==> src/design/mem_cfg_pkg.sv <==
// memory geometry localparams and the split address union
package mem_cfg_pkg;

    // full array as seen by the host
    localparam int mem_dw = 64;                  // data width
    localparam int mem_aw = 8;                   // 256 words

    // one behavioral hard macro
    localparam int macro_dw = 32;                // macro word width
    localparam int macro_aw = 6;                 // 64 rows per macro

    // tiling of macros into the array
    localparam int bank_cnt  = 4;                // banks stacked in depth
    localparam int slice_cnt = 2;                // macros side by side per bank

    // The same 8-bit address word is read two ways. Host and test counter
    // see a flat index, the tiler splits it into bank and macro row.
    typedef union packed {
        logic [mem_aw-1:0] flat;                 // linear word address
        struct packed {
            logic [mem_aw-macro_aw-1:0] bank;    // upper bits pick the bank
            logic [macro_aw-1:0]        row;     // row inside each macro
        } split;
    } mem_addr_u;

endpackage

==> src/design/bist_pkg.sv <==
// march element and FSM state encodings plus data pattern constants
package bist_pkg;

    // four elements of the march, run in this order
    typedef enum logic [1:0] {
        w0_up     = 2'd0,                        // write 0, ascending
        r0w1_up   = 2'd1,                        // read 0 then write 1, ascending
        r1w0_down = 2'd2,                        // read 1 then write 0, descending
        r0_up     = 2'd3                         // final read 0, ascending
    } march_elem_e;

    // controller states
    typedef enum logic [2:0] {
        idle      = 3'd0,                        // host owns the memory
        run_read  = 3'd1,                        // test read strobe this cycle
        run_write = 3'd2,                        // test write strobe this cycle
        drain     = 3'd3,                        // last read still being compared
        finish    = 3'd4                         // done pulse, busy already low
    } bist_state_e;

    // background patterns, full data width
    localparam logic [mem_cfg_pkg::mem_dw-1:0] pat_zero = '0;   // all zeros
    localparam logic [mem_cfg_pkg::mem_dw-1:0] pat_one  = '1;   // all ones

endpackage

==> src/design/bist_datapath.sv <==
// test address counter, pattern word, expected value pipeline and read compare
`timescale 1ns/1ns

module bist_datapath
    import mem_cfg_pkg::*;
    import bist_pkg::*;
(
    input  logic              clk,
    input  logic              reset,
    input  logic              addr_clear,        // load start address of an element
    input  logic              addr_step,         // advance one word
    input  logic              addr_down,         // direction taken on addr_clear
    input  logic              pattern_hi,        // select all ones pattern
    input  logic              cmp_arm,           // a test read is strobed now
    input  logic [mem_dw-1:0] rdata,             // memory read data
    output logic [mem_aw-1:0] test_addr,         // test address to memory
    output logic [mem_dw-1:0] test_wdata,        // pattern to memory and compare
    output logic              addr_last,         // counter at end of element
    output logic              mismatch           // read data differs from expected
);

    logic [mem_aw-1:0] addr_q;                   // current test address
    logic              dir_q;                    // 1 when counting down
    logic              armed_q;                  // a read was strobed last cycle
    logic [mem_dw-1:0] exp_q;                    // expected word of that read

    // address counter; the direction is latched with the start address
    always_ff @(posedge clk) begin
        if (reset) begin
            addr_q <= '0;
            dir_q  <= 1'b0;
        end else if (addr_clear) begin
            addr_q <= addr_down ? '1 : '0;       // top or bottom of the array
            dir_q  <= addr_down;
        end else if (addr_step) begin
            addr_q <= dir_q ? addr_q - 1'b1 : addr_q + 1'b1;
        end
    end

    assign test_addr  = addr_q;
    assign addr_last  = dir_q ? (addr_q == '0) : (addr_q == '1);
    assign test_wdata = pattern_hi ? pat_one : pat_zero;

    // expected word tracks each read, so reads on consecutive cycles work
    always_ff @(posedge clk) begin
        if (reset) begin
            armed_q <= 1'b0;
        end else begin
            armed_q <= cmp_arm;
        end
    end

    always_ff @(posedge clk) begin
        if (cmp_arm) begin
            exp_q <= test_wdata;                 // pattern_hi holds the read value
        end
    end

    // compare in the cycle the macro data is valid
    assign mismatch = armed_q && (rdata != exp_q);

endmodule

==> config.mk <==
export PLATFORM = sky130hd
export DESIGN_NAME = bist_datapath
export DESIGN_NICKNAME = d
export VERILOG_FILES = /design/src/design/mem_cfg_pkg.sv /design/src/design/bist_pkg.sv /design/src/design/bist_datapath.sv
export SDC_FILE = /design/constraint.sdc
export NUM_CORES = 1
export LEC_CHECK = 0
export BUFFER_PORTS_ARGS = -buffer_cell sky130_fd_sc_hd__buf_2
export CORE_MARGIN = 1.5
export CORE_UTILIZATION = 35
export DETAILED_ROUTE_END_ITERATION = 10
export GPL_ROUTABILITY_DRIVEN = 0
export HOLD_SLACK_MARGIN = 0.05
export MAX_ROUTING_LAYER = met4
export PLACE_DENSITY_LB_ADDON = 0.15
export SYNTH_ARGS = -nofsm -noshare
export SYNTH_HDL_FRONTEND = slang
export SYNTH_SLANG_ARGS = --single-unit
==> constraint.sdc <==
create_clock -name clk -period 2.56 [get_ports clk]
set_clock_uncertainty 0.1 [all_clocks]
set_input_delay 0.128 -clock clk [delete_from_list [all_inputs] [get_ports clk]]
set_output_delay 0.128 -clock clk [all_outputs]
set_load 0.01 [all_outputs]
* Yosys cells after proc, flatten, opt, wreduce, memory -nomap -nowiden
Cells that the tools add are included.
** Cells by class
- $add $sub $neg :: 2
- Equal/unequal tests :: 2
- Reductions and logical operators :: 3
- Multiplexer cells :: 6
** Operators by type and width (number)
- $mux 64 :: 1
- $ne 64x64->1 :: 1
- $mux 8 :: 4
- $add 8x1->8 const B :: 1
- $eq 8x8->1 const B :: 1
- $logic_not 8->1 :: 1
- $sub 8x1->8 const B :: 1
- $reduce_bool 2->1 :: 1
- $logic_and 1x1->1 :: 1
- $mux 1 :: 1
** Storage, ports and cells
- Input port bits :: 71
- Logic and storage cells :: 17
- Register bits after elaboration :: 74

* Logic depth before layout (Yosys ltp)
- Depth after elaboration :: 4
- Mapped depth :: 7

* Worst setup path after synthesis
OpenSTA, ideal clock, no wires.
- Path type :: reg2reg
- Start point :: reg addr_q[0], in the netlist test_addr[0]
- End point :: reg addr_q[6], in the netlist test_addr[6]
- Path buffers :: 0
- Stages on the path, launching flop included :: 8
- Period minus slack after synthesis :: 1.881 ns
- Data arrival time :: 1.690 ns
- Slack :: 0.679 ns
- Cell sequence :: dfxtp_1 -> inv_1 -> fa_1 -> o21bai_1 -> a21oi_1 -> o21ai_0 -> xnor2_1 -> a311oi_1
** On the way
- Longest elaborated chain between the ends :: 4
** Ends and longest elaborated chain
- start: declaration :: RTL line bist_datapath.sv:22 : logic [mem_aw-1:0] addr_q;
- start signal: assignment :: RTL line bist_datapath.sv:33 : addr_q <= addr_down ? '1 : '0;
- start signal: assignment :: RTL line bist_datapath.sv:36 : addr_q <= dir_q ? addr_q - 1'b1 : addr_q + 1'b1;
- $add 8x1->8 / $sub 8x1->8 (equally long branches) :: RTL line bist_datapath.sv:36
- $mux 8 (*) :: RTL line bist_datapath.sv:36
- $mux 8 (*) :: RTL line bist_datapath.sv:35 : end else if (addr_step) begin
- $mux 8 (*) :: RTL line bist_datapath.sv:32 : end else if (addr_clear) begin
Every way passes the cells marked *; elsewhere a longest branch is shown, timed or not. The select of a mux whose other input is x is not followed.
A chain may end at the register's enable or synchronous reset.

* Worst setup path after layout
- Start point :: reg dir_q
- End point :: reg addr_q[6], in the netlist test_addr[6]
** On the way
- Longest elaborated chain between the ends :: 3
** Ends and longest elaborated chain
- start: declaration :: RTL line bist_datapath.sv:23 : logic dir_q;
- start signal: assignment :: RTL line bist_datapath.sv:34 : dir_q <= addr_down;
- $mux 8 :: RTL line bist_datapath.sv:36
- $mux 8 :: RTL line bist_datapath.sv:35
- $mux 8 :: RTL line bist_datapath.sv:32
Every way passes these cells. The select of a mux whose other input is x is not followed.

==> impl_results.md <==
- Synth cell count leaders: buf_4, nor3_1, nand2_1
- EDFF count, synth: 1
- Pint: 428 uW
- Top cells by area, synth: buf_4, dfxtp_1, nor3_1, ha_1, nor4_1
- Netlist cell types: 32
- Most common cell in the synthesized netlist: buf_4
- Most used DFF post-synth: dfxtp_1
- Setup TNS: 0 ps
- Root Buffer: clkbuf_8
- Crit path largest cell delay: 530 ps
- Post-layout util: 44.1%
- H-Tree Depth: 1
- Fmax: 0.478 GHz
- Outcome: finished clean
- Number of global-route vias before repair: 1484
- Final WL: 4160 um
- Ant. Diodes: 0
- IO buf count: 144
- Place WS: 461 ps
- Syn. warnings: 0
- Worst slew pin tran: 668 ps
- FFs w/ async S/R, synth: 0%
- Min Hold Slack: 63.7 ps
- Hold WC Path Type: in2reg
- Post-route cell area: 1910 sq um
- Final Cycle Share: 81.7%
- DIE WIDTH: 69.7 um
- Crit path DAT: 2140 ps
- Reg2reg path depth: 7
- VDD IR max: 0.345 mV
- Final setup vio count: 0
- Mapped Cells: 219
- Initial Utilization: 36.0%
- FF+latch count, synth: 11
- Largest fanout on the critical path: 11
- Final nets: 380
- Area leader, netlist: buf_4
- Relative slew slack: 55.4%
- Top cell type's share of synthesized area: 30.9%
- CP max-delay cell: dfxtp_1
- Clock power share: 27.2%
- Initial antenna violation count: 0
- Comb power frac: 41.2%
- CTS tree: built
- Hold path depth: 3
- Stages on worst setup path: 7
- Rows: 24
- Layout cells sized above 1: 49.8%
- Lkg Pwr: 0.000952 uW
- RSZ-0062 raised after global routing: false
- Clock-pin slew on the worst setup and hold paths: 50 ps
- Placed Area: 1840 sq um
- Top Ports: 145
- Startpoint Class: flop
- Capturing point of the worst reg2reg path: test_addr[6]$_SDFFE_PP0P_
- Syn nets: 297
- 1st-iter DRT viols: 65
- Data required, critical path: 2610 ps
- Clk sinks: 11
- CTS Buf Count: 3
- Max Cap Viol: 0
- Net Sw Power: 243 uW
- Sequential share of the synthesized area: 14.8%
- Area grow syn2layout: 22.7%
- Final hold vios: 0
- Core Box Area: 4320 sq um
- Gr ovfl total: 0
- Clk buf depth: 2
- Switching Fraction: 36.2%
- Critical Path End Type: flop
- Worst reg2reg startpoint: dir_q$_SDFFE_PP0P_
- Worst setup startpoint: dir_q$_SDFFE_PP0P_
- Pin count of the biggest net entering global routing: 66
- Chip height: 69.7 um
- Slew Viols, Final: 0
- Total GRT Usage: 17.0%
- Dpl hpwl: 3390 um
- First-pass GRT wire length: 6640 um
- Avg Vias per Cell: 4.80
- Clk_lat worst skew: 240 ps
- Crit path buffers/inverters: 1
- Final setup margin: 469 ps
- Vias: 1693
- Antenna Nets Post-Route: 0
- Die ar.: 4850 sq um
- Sequential Power Share: 31.6%
- Post-Synthesis Cell Area: 1560 sq um
- Crit path time final: 2090 ps
- WS Path Type: reg2reg
- Reg2reg setup slack: 470 ps
- Worst path top cell family by delay: compound AO/OA/AOI/OAI gates
- Critical-path cell list: inv_1 -> fa_1 -> o21bai_1 -> a21oi_1 -> o21ai_0 -> xnor2_1 -> a311oi_1
- Post-Syn Area per Cell: 7.10 sq um
- Detailed Routing Iterations Pass 1: 4
- CP Capture Point: test_addr[6]$_SDFFE_PP0P_
- DR WL/cell: 11.8 um
- DRC viols: 0
- Fillers: 456
- Power density over the cells: 352 nW/um^2
[sequential cells by signal, summed over array words and instances, names as in the netlist]
register,count
armed_q,1
dir_q,1
exp_q,1
test_addr,8
[through the flow]
stage / cells / power [uW]
floorplan: 219 / 411
global placement: 347 / 491
detailed placement: 347 / 491
CTS: 353 / 681
global route: 353 / 718
finish: 353 / 671
[power groups by stage]
stage                     Clock, uW  Sequential (uW)  Combinational (uW)
after floorplan                   0              211                 200
after global placement            0              216                 275
after detailed placement          0              216                 275
after CTS                       190              212                 279
after global routing            194              215                 309
final                           182              212                 277
[final cells by class]
type	instances	area (sq um)	share of cell area, %
sequential	11	230	12.1
timing repair buffer	146	741	38.8
inverter	6	22.5	1.18
multi-input combinational	134	805	42.2
tap	52	65.1	3.41
clock buffer	4	45.0	2.36
[worst register-to-register path: cells and delay by family (launching register included)]
kind	cells	cell delay (ps)
buffers and inverters	1	140
adder cells (fa/ha/maj)	1	430
AO/OA/AOI/OAI	4	710
flip-flops	1	530
XOR/XNOR	1	90
[what timing repair did]
action,CTS,global route
hold buffers,2,0
setup endpoints to repair,0,0
gates resized for setup,0,0
buffers inserted,0,0
endpoints found under the hold margin,4,0
[placed cells by master, fill, tap and decap left out, types with 2 or more instances in the layout]
cell / synthesis / final
buf_2: 2 / 144
nor3_1: 22 / 22
nand2_1: 16 / 16
a21oi_1: 13 / 13
nor4_1: 11 / 11
nand3_1: 11 / 11
nand4_1: 10 / 10
nor2_1: 10 / 10
dfxtp_1: 10 / 10
a31oi_1: 8 / 8
inv_1: 6 / 6
ha_1: 6 / 6
xnor2_1: 5 / 5
or3_1: 3 / 3
o21bai_1: 3 / 3
o21ai_0: 3 / 3
clkbuf_8: 0 / 3
o211ai_1: 2 / 2
dlygate4sd3_1: 0 / 2
[cell families (layout without fill, tap and decap cells)]
family,count (synthesis),count (layout),synth area share (%)
fa+ha+maj,7,7,6.11
compound gates,33,33,13.4
buf+inv,74,156,33.5
simple gates,88,88,28.8
xor+xnor,5,5,2.82
flops,11,11,14.8
mux,1,1,0.644
[worst min path at each step]
stage	startpoint	to	slack [ps]
final	addr_down	dir_q$_SDFFE_PP0P_	60
after global routing	addr_down	dir_q$_SDFFE_PP0P_	80
after CTS	addr_down	dir_q$_SDFFE_PP0P_	60
after detailed placement	reset	dir_q$_SDFFE_PP0P_	250
after global placement	reset	dir_q$_SDFFE_PP0P_	240
after floorplan	reset	dir_q$_SDFFE_PP0P_	100
[routing by layer]
layer	track usage, %	part of all wire (%)
met5	-	0
met4	5.56	0.82
met3	2.62	6.2
met2	28.2	48
met1	21.1	45
Note: power is estimated with default switching activity, not from simulation.
