File: src/design/mem_cfg_pkg.sv
// memory geometry localparams and the split address union
package mem_cfg_pkg;

    // full array as seen by the host
    localparam int mem_dw = 64;                  // data width
    localparam int mem_aw = 8;                   // 256 words

    // one behavioral hard macro
    localparam int macro_dw = 32;                // macro word width
    localparam int macro_aw = 6;                 // 64 rows per macro

    // tiling of macros into the array
    localparam int bank_cnt  = 4;                // banks stacked in depth
    localparam int slice_cnt = 2;                // macros side by side per bank

    // The same 8-bit address word is read two ways. Host and test counter
    // see a flat index, the tiler splits it into bank and macro row.
    typedef union packed {
        logic [mem_aw-1:0] flat;                 // linear word address
        struct packed {
            logic [mem_aw-macro_aw-1:0] bank;    // upper bits pick the bank
            logic [macro_aw-1:0]        row;     // row inside each macro
        } split;
    } mem_addr_u;

endpackage

File: src/design/bist_pkg.sv
// march element and FSM state encodings plus data pattern constants
package bist_pkg;

    // four elements of the march, run in this order
    typedef enum logic [1:0] {
        w0_up     = 2'd0,                        // write 0, ascending
        r0w1_up   = 2'd1,                        // read 0 then write 1, ascending
        r1w0_down = 2'd2,                        // read 1 then write 0, descending
        r0_up     = 2'd3                         // final read 0, ascending
    } march_elem_e;

    // controller states
    typedef enum logic [2:0] {
        idle      = 3'd0,                        // host owns the memory
        run_read  = 3'd1,                        // test read strobe this cycle
        run_write = 3'd2,                        // test write strobe this cycle
        drain     = 3'd3,                        // last read still being compared
        finish    = 3'd4                         // done pulse, busy already low
    } bist_state_e;

    // background patterns, full data width
    localparam logic [mem_cfg_pkg::mem_dw-1:0] pat_zero = '0;   // all zeros
    localparam logic [mem_cfg_pkg::mem_dw-1:0] pat_one  = '1;   // all ones

endpackage

File: src/design/bist_ctrl.sv
// march FSM, host and test arbitration of the memory, sticky fail and done pulse
`timescale 1ns/1ns

module bist_ctrl
    import mem_cfg_pkg::*;
    import bist_pkg::*;
(
    input  logic              clk,
    input  logic              reset,
    input  logic              bist_start,        // start pulse
    input  logic              ce,                // host chip enable
    input  logic              we,                // host write enable
    input  logic [mem_dw-1:0] wmask,             // host write mask
    input  logic [mem_dw-1:0] din,               // host write data
    input  logic [mem_aw-1:0] addr,              // host address
    input  logic [mem_aw-1:0] test_addr,         // from test datapath
    input  logic [mem_dw-1:0] test_wdata,        // from test datapath
    input  logic              addr_last,         // end of current element
    input  logic              mismatch,          // compare result of last read
    output logic              mem_ce,
    output logic              mem_we,
    output logic [mem_aw-1:0] mem_addr,
    output logic [mem_dw-1:0] mem_wmask,
    output logic [mem_dw-1:0] mem_din,
    output logic              addr_clear,
    output logic              addr_step,
    output logic              addr_down,
    output logic              pattern_hi,
    output logic              cmp_arm,
    output logic              bist_busy,
    output logic              bist_done,
    output logic              bist_fail
);

    bist_state_e state_q, state_d;               // FSM state
    march_elem_e elem_q, elem_d;                 // element being run
    logic        test_strobe;                    // test owns a strobe this cycle
    logic        fail_q;                         // sticky mismatch flag

    always_ff @(posedge clk) begin
        if (reset) begin
            state_q <= idle;
            elem_q  <= w0_up;
        end else begin
            state_q <= state_d;
            elem_q  <= elem_d;
        end
    end

    // march sequencing with counter control on each transition
    always_comb begin
        state_d    = state_q;
        elem_d     = elem_q;
        addr_clear = 1'b0;
        addr_step  = 1'b0;
        addr_down  = 1'b0;
        case (state_q)
            idle, finish: begin
                state_d = idle;
                if (bist_start) begin            // accepted whenever not busy
                    state_d    = run_write;
                    elem_d     = w0_up;
                    addr_clear = 1'b1;           // ascending from word 0
                end
            end
            run_write: begin
                if (addr_last) begin
                    state_d    = run_read;       // every later element opens with a read
                    addr_clear = 1'b1;
                    case (elem_q)
                        w0_up:   elem_d = r0w1_up;
                        r0w1_up: begin
                            elem_d    = r1w0_down;
                            addr_down = 1'b1;    // only descending element
                        end
                        default: elem_d = r0_up;
                    endcase
                end else begin
                    addr_step = 1'b1;
                    state_d   = (elem_q == w0_up) ? run_write : run_read;
                end
            end
            run_read: begin
                if (elem_q != r0_up) begin
                    state_d = run_write;         // write back to the same word
                end else if (addr_last) begin
                    state_d = drain;
                end else begin
                    addr_step = 1'b1;
                end
            end
            drain:   state_d = finish;           // last compare happens here
            default: state_d = idle;
        endcase
    end

    assign bist_busy   = (state_q == run_read) || (state_q == run_write) || (state_q == drain);
    assign bist_done   = (state_q == finish);
    assign test_strobe = (state_q == run_read) || (state_q == run_write);

    // pattern that a read expects or a write stores in this element
    assign pattern_hi = ((state_q == run_read) && (elem_q == r1w0_down))
                     || ((state_q == run_write) && (elem_q == r0w1_up));
    assign cmp_arm    = (state_q == run_read);

    // host is locked out of the memory for the whole busy window
    assign mem_ce    = test_strobe || (!bist_busy && ce);
    assign mem_we    = test_strobe ? (state_q == run_write) : we;
    assign mem_addr  = bist_busy ? test_addr : addr;
    assign mem_wmask = bist_busy ? '1 : wmask;   // test writes whole words
    assign mem_din   = bist_busy ? test_wdata : din;

    // sticky fail flag cleared by an accepted start
    always_ff @(posedge clk) begin
        if (reset) begin
            fail_q <= 1'b0;
        end else if (!bist_busy && bist_start) begin
            fail_q <= 1'b0;
        end else if (mismatch) begin
            fail_q <= 1'b1;
        end
    end

    assign bist_fail = fail_q;

    a_done_pulse : assert property (
        @(posedge clk) disable iff (reset) bist_done |=> !bist_done
    ) else $error("bist_ctrl: bist_done held for two cycles");

endmodule

File: config.mk
export PLATFORM = sky130hd
export DESIGN_NAME = bist_ctrl
export DESIGN_NICKNAME = d
export VERILOG_FILES = /design/src/design/mem_cfg_pkg.sv /design/src/design/bist_pkg.sv /design/src/design/bist_ctrl.sv
export SDC_FILE = /design/constraint.sdc
export NUM_CORES = 1
export LEC_CHECK = 0
export BUFFER_PORTS_ARGS = -buffer_cell sky130_fd_sc_hd__buf_2
export CELL_PAD_IN_SITES_DETAIL_PLACEMENT = 1
export CELL_PAD_IN_SITES_GLOBAL_PLACEMENT = 2
export CORE_AREA = 2 2 141 143
export CTS_CLUSTER_SIZE = 25
export DETAILED_ROUTE_END_ITERATION = 10
export DIE_AREA = 0 0 143 145
export PLACE_DENSITY_LB_ADDON = 0.1
export SYNTH_ARGS = -nofsm -noshare
export SYNTH_HDL_FRONTEND = slang
export SYNTH_SLANG_ARGS = --single-unit
File: constraint.sdc
create_clock -name clk -period 3.1 [get_ports clk]
set_input_delay 0.62 -clock clk [delete_from_list [all_inputs] [get_ports clk]]
set_output_delay 0.62 -clock clk [all_outputs]
set_load 0.01 [all_outputs]
; Yosys cells after proc, flatten, opt, wreduce, memory -nomap -nowiden
; Index checks and enable logic that the tools add are counted.
; W data, S select, Z words.
[word_totals]
input_bits = 215
wordCells = 51
ff_bits = 6
[op_classes]
reduce_logical = 15
eq_ne = 10
muxes = 23
[ops]
columns = op, n
row1 = $mux W64, 2
row2 = $pmux W3 S4, 1
row3 = $mux W2, 5
row4 = $mux W1, 8
row5 = $mux W8, 1
row6 = $pmux W2 S2, 2
row7 = $eq A3 B2 Y1 const B, 2
row8 = $mux W3, 2
row9 = $ne A2 B2 Y1 const B, 3
row10 = $logic_and A1 B1 Y1, 4
row11 = $logic_or A1 B1 Y1, 4
row12 = $pmux W1 S2, 2
row13 = $reduce_or A2 Y1, 2
row14 = $eq A3 B1 Y1 const B, 1
row15 = $eq A3 B3 Y1 const B, 1
row16 = $logic_not A3 Y1, 1
row17 = $ne A3 B2 Y1 const B, 1
row18 = $reduce_and A3 Y1, 1
row19 = $eq A2 B1 Y1 const B, 1
row20 = $eq A2 B2 Y1 const B, 1
row21 = $logic_not A2 Y1, 1
row22 = $reduce_bool A2 Y1, 1
row23 = $logic_not A1 Y1, 1

; Logic depth before layout (Yosys ltp)
[depth]
word_depth = 6
mapped_depth = 7

; Worst setup path after synthesis
; OpenSTA, ideal clock, no wires.
[synth_timing]
path_type = register to output
from = reg state_q[1]
to = out pattern_hi
path_stages_with_launch = 5
required_time_ns = 2.480
slack_ns = 1.148
arrival_ns = 1.332
cell_sequence = dfxtp_1 -> buf_4 -> nor3b_1 -> nand2_1 -> o21ai_0
[synth_between]
elab_chain_cells = 3
[synth_lines]
columns = element, line_no
row1 = start: declaration, bist_ctrl.sv:35  ; bist_state_e state_q, state_d;
row2 = start signal: assignment, bist_ctrl.sv:42  ; state_q <= idle;
row3 = start signal: assignment, bist_ctrl.sv:45  ; state_q <= state_d;
row4 = $eq A3 B1 Y1, --
row5 = via cmp_arm, bist_ctrl.sv:29  ; output logic cmp_arm,
row6 = $logic_and A1 B1 Y1, bist_ctrl.sv:102  ; assign pattern_hi = ((state_q == run_read) && (elem_q == r1w0_down))
row7 = $logic_or A1 B1 Y1, bist_ctrl.sv:103  ; || ((state_q == run_write) && (elem_q == r0w1_up));
row8 = end: declaration, bist_ctrl.sv:28  ; output logic pattern_hi,
; The timed path passes the listed nets, and every way through them passes these cells.

; Worst setup path after layout
[layout_timing]
from = reg state_q[1]
to = out mem_addr[6]
[layout_between]
elab_chain_cells = 4
[layout_lines]
columns = element, line_no
row1 = $eq A3 B1 Y1 or $eq A3 B2 Y1 (tied branches), bist_ctrl.sv:97  ; assign bist_busy = (state_q == run_read) || (state_q == run_write) || (state_q == drain);
row2 = $logic_or A1 B1 Y1, bist_ctrl.sv:97
row3 = $logic_or A1 B1 Y1 (*), bist_ctrl.sv:97
row4 = $mux W8 (*), bist_ctrl.sv:109  ; assign mem_addr = bist_busy ? test_addr : addr;
row5 = end: declaration, bist_ctrl.sv:22  ; output logic [mem_aw-1:0] mem_addr,
; Every way passes the cells marked *; elsewhere a longest branch is shown, timed or not.

==> flow_metrics.env <==
export IMPL_status="complete, no violations"
export IMPL_layout_area_seq_um2=120
export IMPL_detail_route_antenna_nets=0
export IMPL_leakagePower_uw=0.00242
export IMPL_core_area_mm2=0.0192
export IMPL_worstRegToRegCells=3
export IMPL_drt_wl_total_um=13400
export IMPL_fp_dieW_um=143
export IMPL_cts_tree="yes"
export IMPL_max_slew_margin_rel_pct=48.0
export IMPL_cts_hold_repair_buffers=0
export IMPL_grt_max_degree=138
export IMPL_finish_cell_count_without_fillers=958
export IMPL_clk_insertion_delay_late_ps=230
export IMPL_crit_fanout=137
export IMPL_fin_setup_tns_ps=0
export IMPL_io_pin_count=361
export IMPL_worst_setup_path_category="reg2out"
export IMPL_portBuffers=360
export IMPL_route_detailed_wl_per_inst_um=13.9
export IMPL_final_period_utilization_pct=80.7
export IMPL_synth_yosys_seq_area_share_pct=7.12
export IMPL_max_freq_mhz=400
export IMPL_area_taken_by_multi_input_logic_gates_mm2=0.00144
export IMPL_route_vias_total=3533
export IMPL_firstDrtPassIters=4
export IMPL_cellPowerDensity_mw_per_mm2=300
export IMPL_ys_types=25
export IMPL_cells_on_worst_hold_path=2
export IMPL_reg2reg_from="state_q[1]"
export IMPL_yosys_warnings=0
export IMPL_dp_cells=955
export IMPL_critical_path_reg2reg_endpoint="bist_fail"
export IMPL_worst_slew_pin_slew_ps=780
export IMPL_cts_clk_slew_worst_paths_ps=30
export IMPL_ctsLongestPathBuffers=2
export IMPL_setup_worst_path_end_class="output pin"
export IMPL_drtIter0Drc=53
export IMPL_critPathRequiredTime_ps=2480
export IMPL_grt_pass1_wl_um=19500
export IMPL_post_place_ws_ps=890
export IMPL_floorplan_die_area_mm2=0.0207
export IMPL_final_critical_path_setup_slack_ps=597
export IMPL_root_buffer="sky130_fd_sc_hd__clkbuf_16"
export IMPL_cts_resized=0
export IMPL_r2r_setup_slack_ps=1490
export IMPL_worst_ir_drop_on_vdd_v=0.000145
export IMPL_floorplan_die_height_um=145
export IMPL_max_cap_viol_count=0
export IMPL_finClkSkew_ps=0.253
export IMPL_cts_sink_count=6
export IMPL_final_setup_viol_count=0
export IMPL_nNetsFinal=910
export IMPL_fin_worst_hold_slack_ps=542
export IMPL_global_route_usage_total_pct=11.9
export IMPL_post_route_min_period_ps=2500
export IMPL_drc_errors=0
export IMPL_postCtsSetupRepairBufs=0
export IMPL_avgViaCountPerCell=3.69
export IMPL_final_layout_size_suffix_gt1_share_pct=53.4
export IMPL_tritoncts_num_buffers=3
export IMPL_worstHoldPathType="reg2reg"
export IMPL_start_util_pct=8.79
export IMPL_insertedDiodeCount=0
export IMPL_antenna_found_initial=0
export IMPL_setup_repair_after_global_routing_missed_its_margin="no"
export IMPL_hpwl_um=11200
export IMPL_cts_htree_levels=1
export IMPL_syn_nets=569
export IMPL_synth_seq_cells=6
export IMPL_total_gr_overflow=0
export IMPL_syn2layout_area_growth_pct=127
export IMPL_count_of_standard_cell_rows=51
export IMPL_report_final_hold_viol_count=0
export IMPL_place_gp_congestion=0.731
export IMPL_crit_path_start_kind="register"
export IMPL_min_delay_start="bist_fail"
export IMPL_whs_endpoint="bist_fail"
export IMPL_mappedNetlistArea_mm2=0.00169
export IMPL_slew_viol_final=0
export IMPL_n_fill_cell=2536
export IMPL_average_cell_area_after_synthesis_um2=4.77
export IMPL_via_count_of_the_first_global_routing_pass=3605
export IMPL_arrival_ps=1880
export IMPL_synthesized_instance_count=354
-- sequential cells by signal, summed over array words and instances (netlist names) --
signal / flops
state_q: 3
elem_q: 2
bist_fail: 1
-- worst max-delay path: stages, from the launching register on --
cell and delay (ps):
sky130_fd_sc_hd__dfxtp_1 410, sky130_fd_sc_hd__o21ai_4 240, sky130_fd_sc_hd__buf_12 340, sky130_fd_sc_hd__nand2_1 110
sky130_fd_sc_hd__nand2_1 130, sky130_fd_sc_hd__buf_2 140
-- report_power, final --
| part | internal [uW] | total, uW | switching [uW] |
|---|---|---|---|
| Sequential | 82.1 | 91.8 | 9.75 |
| Combinational | 366 | 851 | 484 |
| Clock | 166 | 210 | 44.0 |
| Total | 614 | 1150 | 538 |
-- per-layer routing --
| metal | part of all wire, % | GRT usage, % | up-vias |
|---|---|---|---|
| met3 | 12 | 3.93 | 6 |
| met2 | 54 | 24.4 | 216 |
| met4 | 0.73 | 1.63 | 0 |
| li1 | - | - | 1745 |
| met1 | 34 | 11.3 | 1566 |
| met5 | 0 | 0 | - |
-- worst max path at each step --
stage | depth (start not counted) | endpoint | slack (ps) | start
2_1_floorplan | 4 | pattern_hi | 1150 | state_q[1]
3_3_place_gp | 5 | mem_addr[6] | 940 | state_q[1]
3_5_place_dp | 5 | mem_addr[6] | 890 | state_q[1]
4_1_cts | 5 | mem_addr[6] | 650 | state_q[1]
5_1_grt | 5 | mem_din[1] | 490 | state_q[1]
6_report | 5 | mem_addr[6] | 600 | state_q[1]
-- layout make-up --
cell class                      instances  share of cell area, %
Clock buffer                            3                   1.96
Inverter                                5                  0.489
Sequential cell                         6                   3.13
Tap cell                              265                   8.64
Timing Repair Buffer                  363                   48.2
Multi-Input combinational cell        316                   37.6
-- cells by family (layout without fill, tap and decap cells) --
kind of cell           count (synthesis)  after routing  share of synthesized area (%)
and+or+nand+nor                      299            299                           77.3
DFF                                    6              6                           7.12
buffers and inverters                 32            371                           8.01
AOI/OAI and AO/OA                     15             15                           6.37
muxes                                  2              2                           1.19
-- layout by cell type, fill, tap and decap left out, drive strengths merged, types with 3 or more instances in the layout --
master	n
dfxtp	6
nand2b	65
nor2	7
nand2	219
inv	5
a21oi	4
clkbuf	3
o21ai	4
buf	363
-- Yosys cell counts --
cell type / instances / area share, %
sky130_fd_sc_hd__a211oi_1: 2 / 0.89
sky130_fd_sc_hd__a21oi_1: 4 / 1.2
sky130_fd_sc_hd__a221oi_1: 1 / 0.52
sky130_fd_sc_hd__a31o_2: 1 / 0.52
sky130_fd_sc_hd__and3_1: 1 / 0.37
sky130_fd_sc_hd__buf_1: 9 / 2.0
sky130_fd_sc_hd__buf_2: 6 / 1.8
sky130_fd_sc_hd__buf_4: 2 / 0.89
sky130_fd_sc_hd__clkbuf_1: 10 / 2.2
sky130_fd_sc_hd__dfxtp_1: 6 / 7.1
sky130_fd_sc_hd__inv_1: 5 / 1.1
sky130_fd_sc_hd__mux2i_1: 2 / 1.2
sky130_fd_sc_hd__nand2_1: 219 / 49
sky130_fd_sc_hd__nand2b_1: 65 / 24
sky130_fd_sc_hd__nand3_1: 2 / 0.59
sky130_fd_sc_hd__nand3b_1: 1 / 0.44
sky130_fd_sc_hd__nor2_1: 7 / 1.6
sky130_fd_sc_hd__nor3_1: 2 / 0.59
sky130_fd_sc_hd__nor3b_1: 1 / 0.44
sky130_fd_sc_hd__o2111a_1: 1 / 0.67
sky130_fd_sc_hd__o21a_1: 1 / 0.44
sky130_fd_sc_hd__o21ai_0: 3 / 0.89
sky130_fd_sc_hd__o21ai_1: 1 / 0.30
sky130_fd_sc_hd__o32ai_2: 1 / 0.96
sky130_fd_sc_hd__or3b_1: 1 / 0.52
-- metrics by stage --
stage	util (%)	cell area [um^2]	power [uW]
after CTS	20.0	3840	1180
after global placement	19.6	3760	961
after floorplan	-	1690	515
after detailed placement	19.6	3760	965
final	20.0	3840	1150
after global routing	20.0	3840	1270
(Power assumes the default switching activity.)
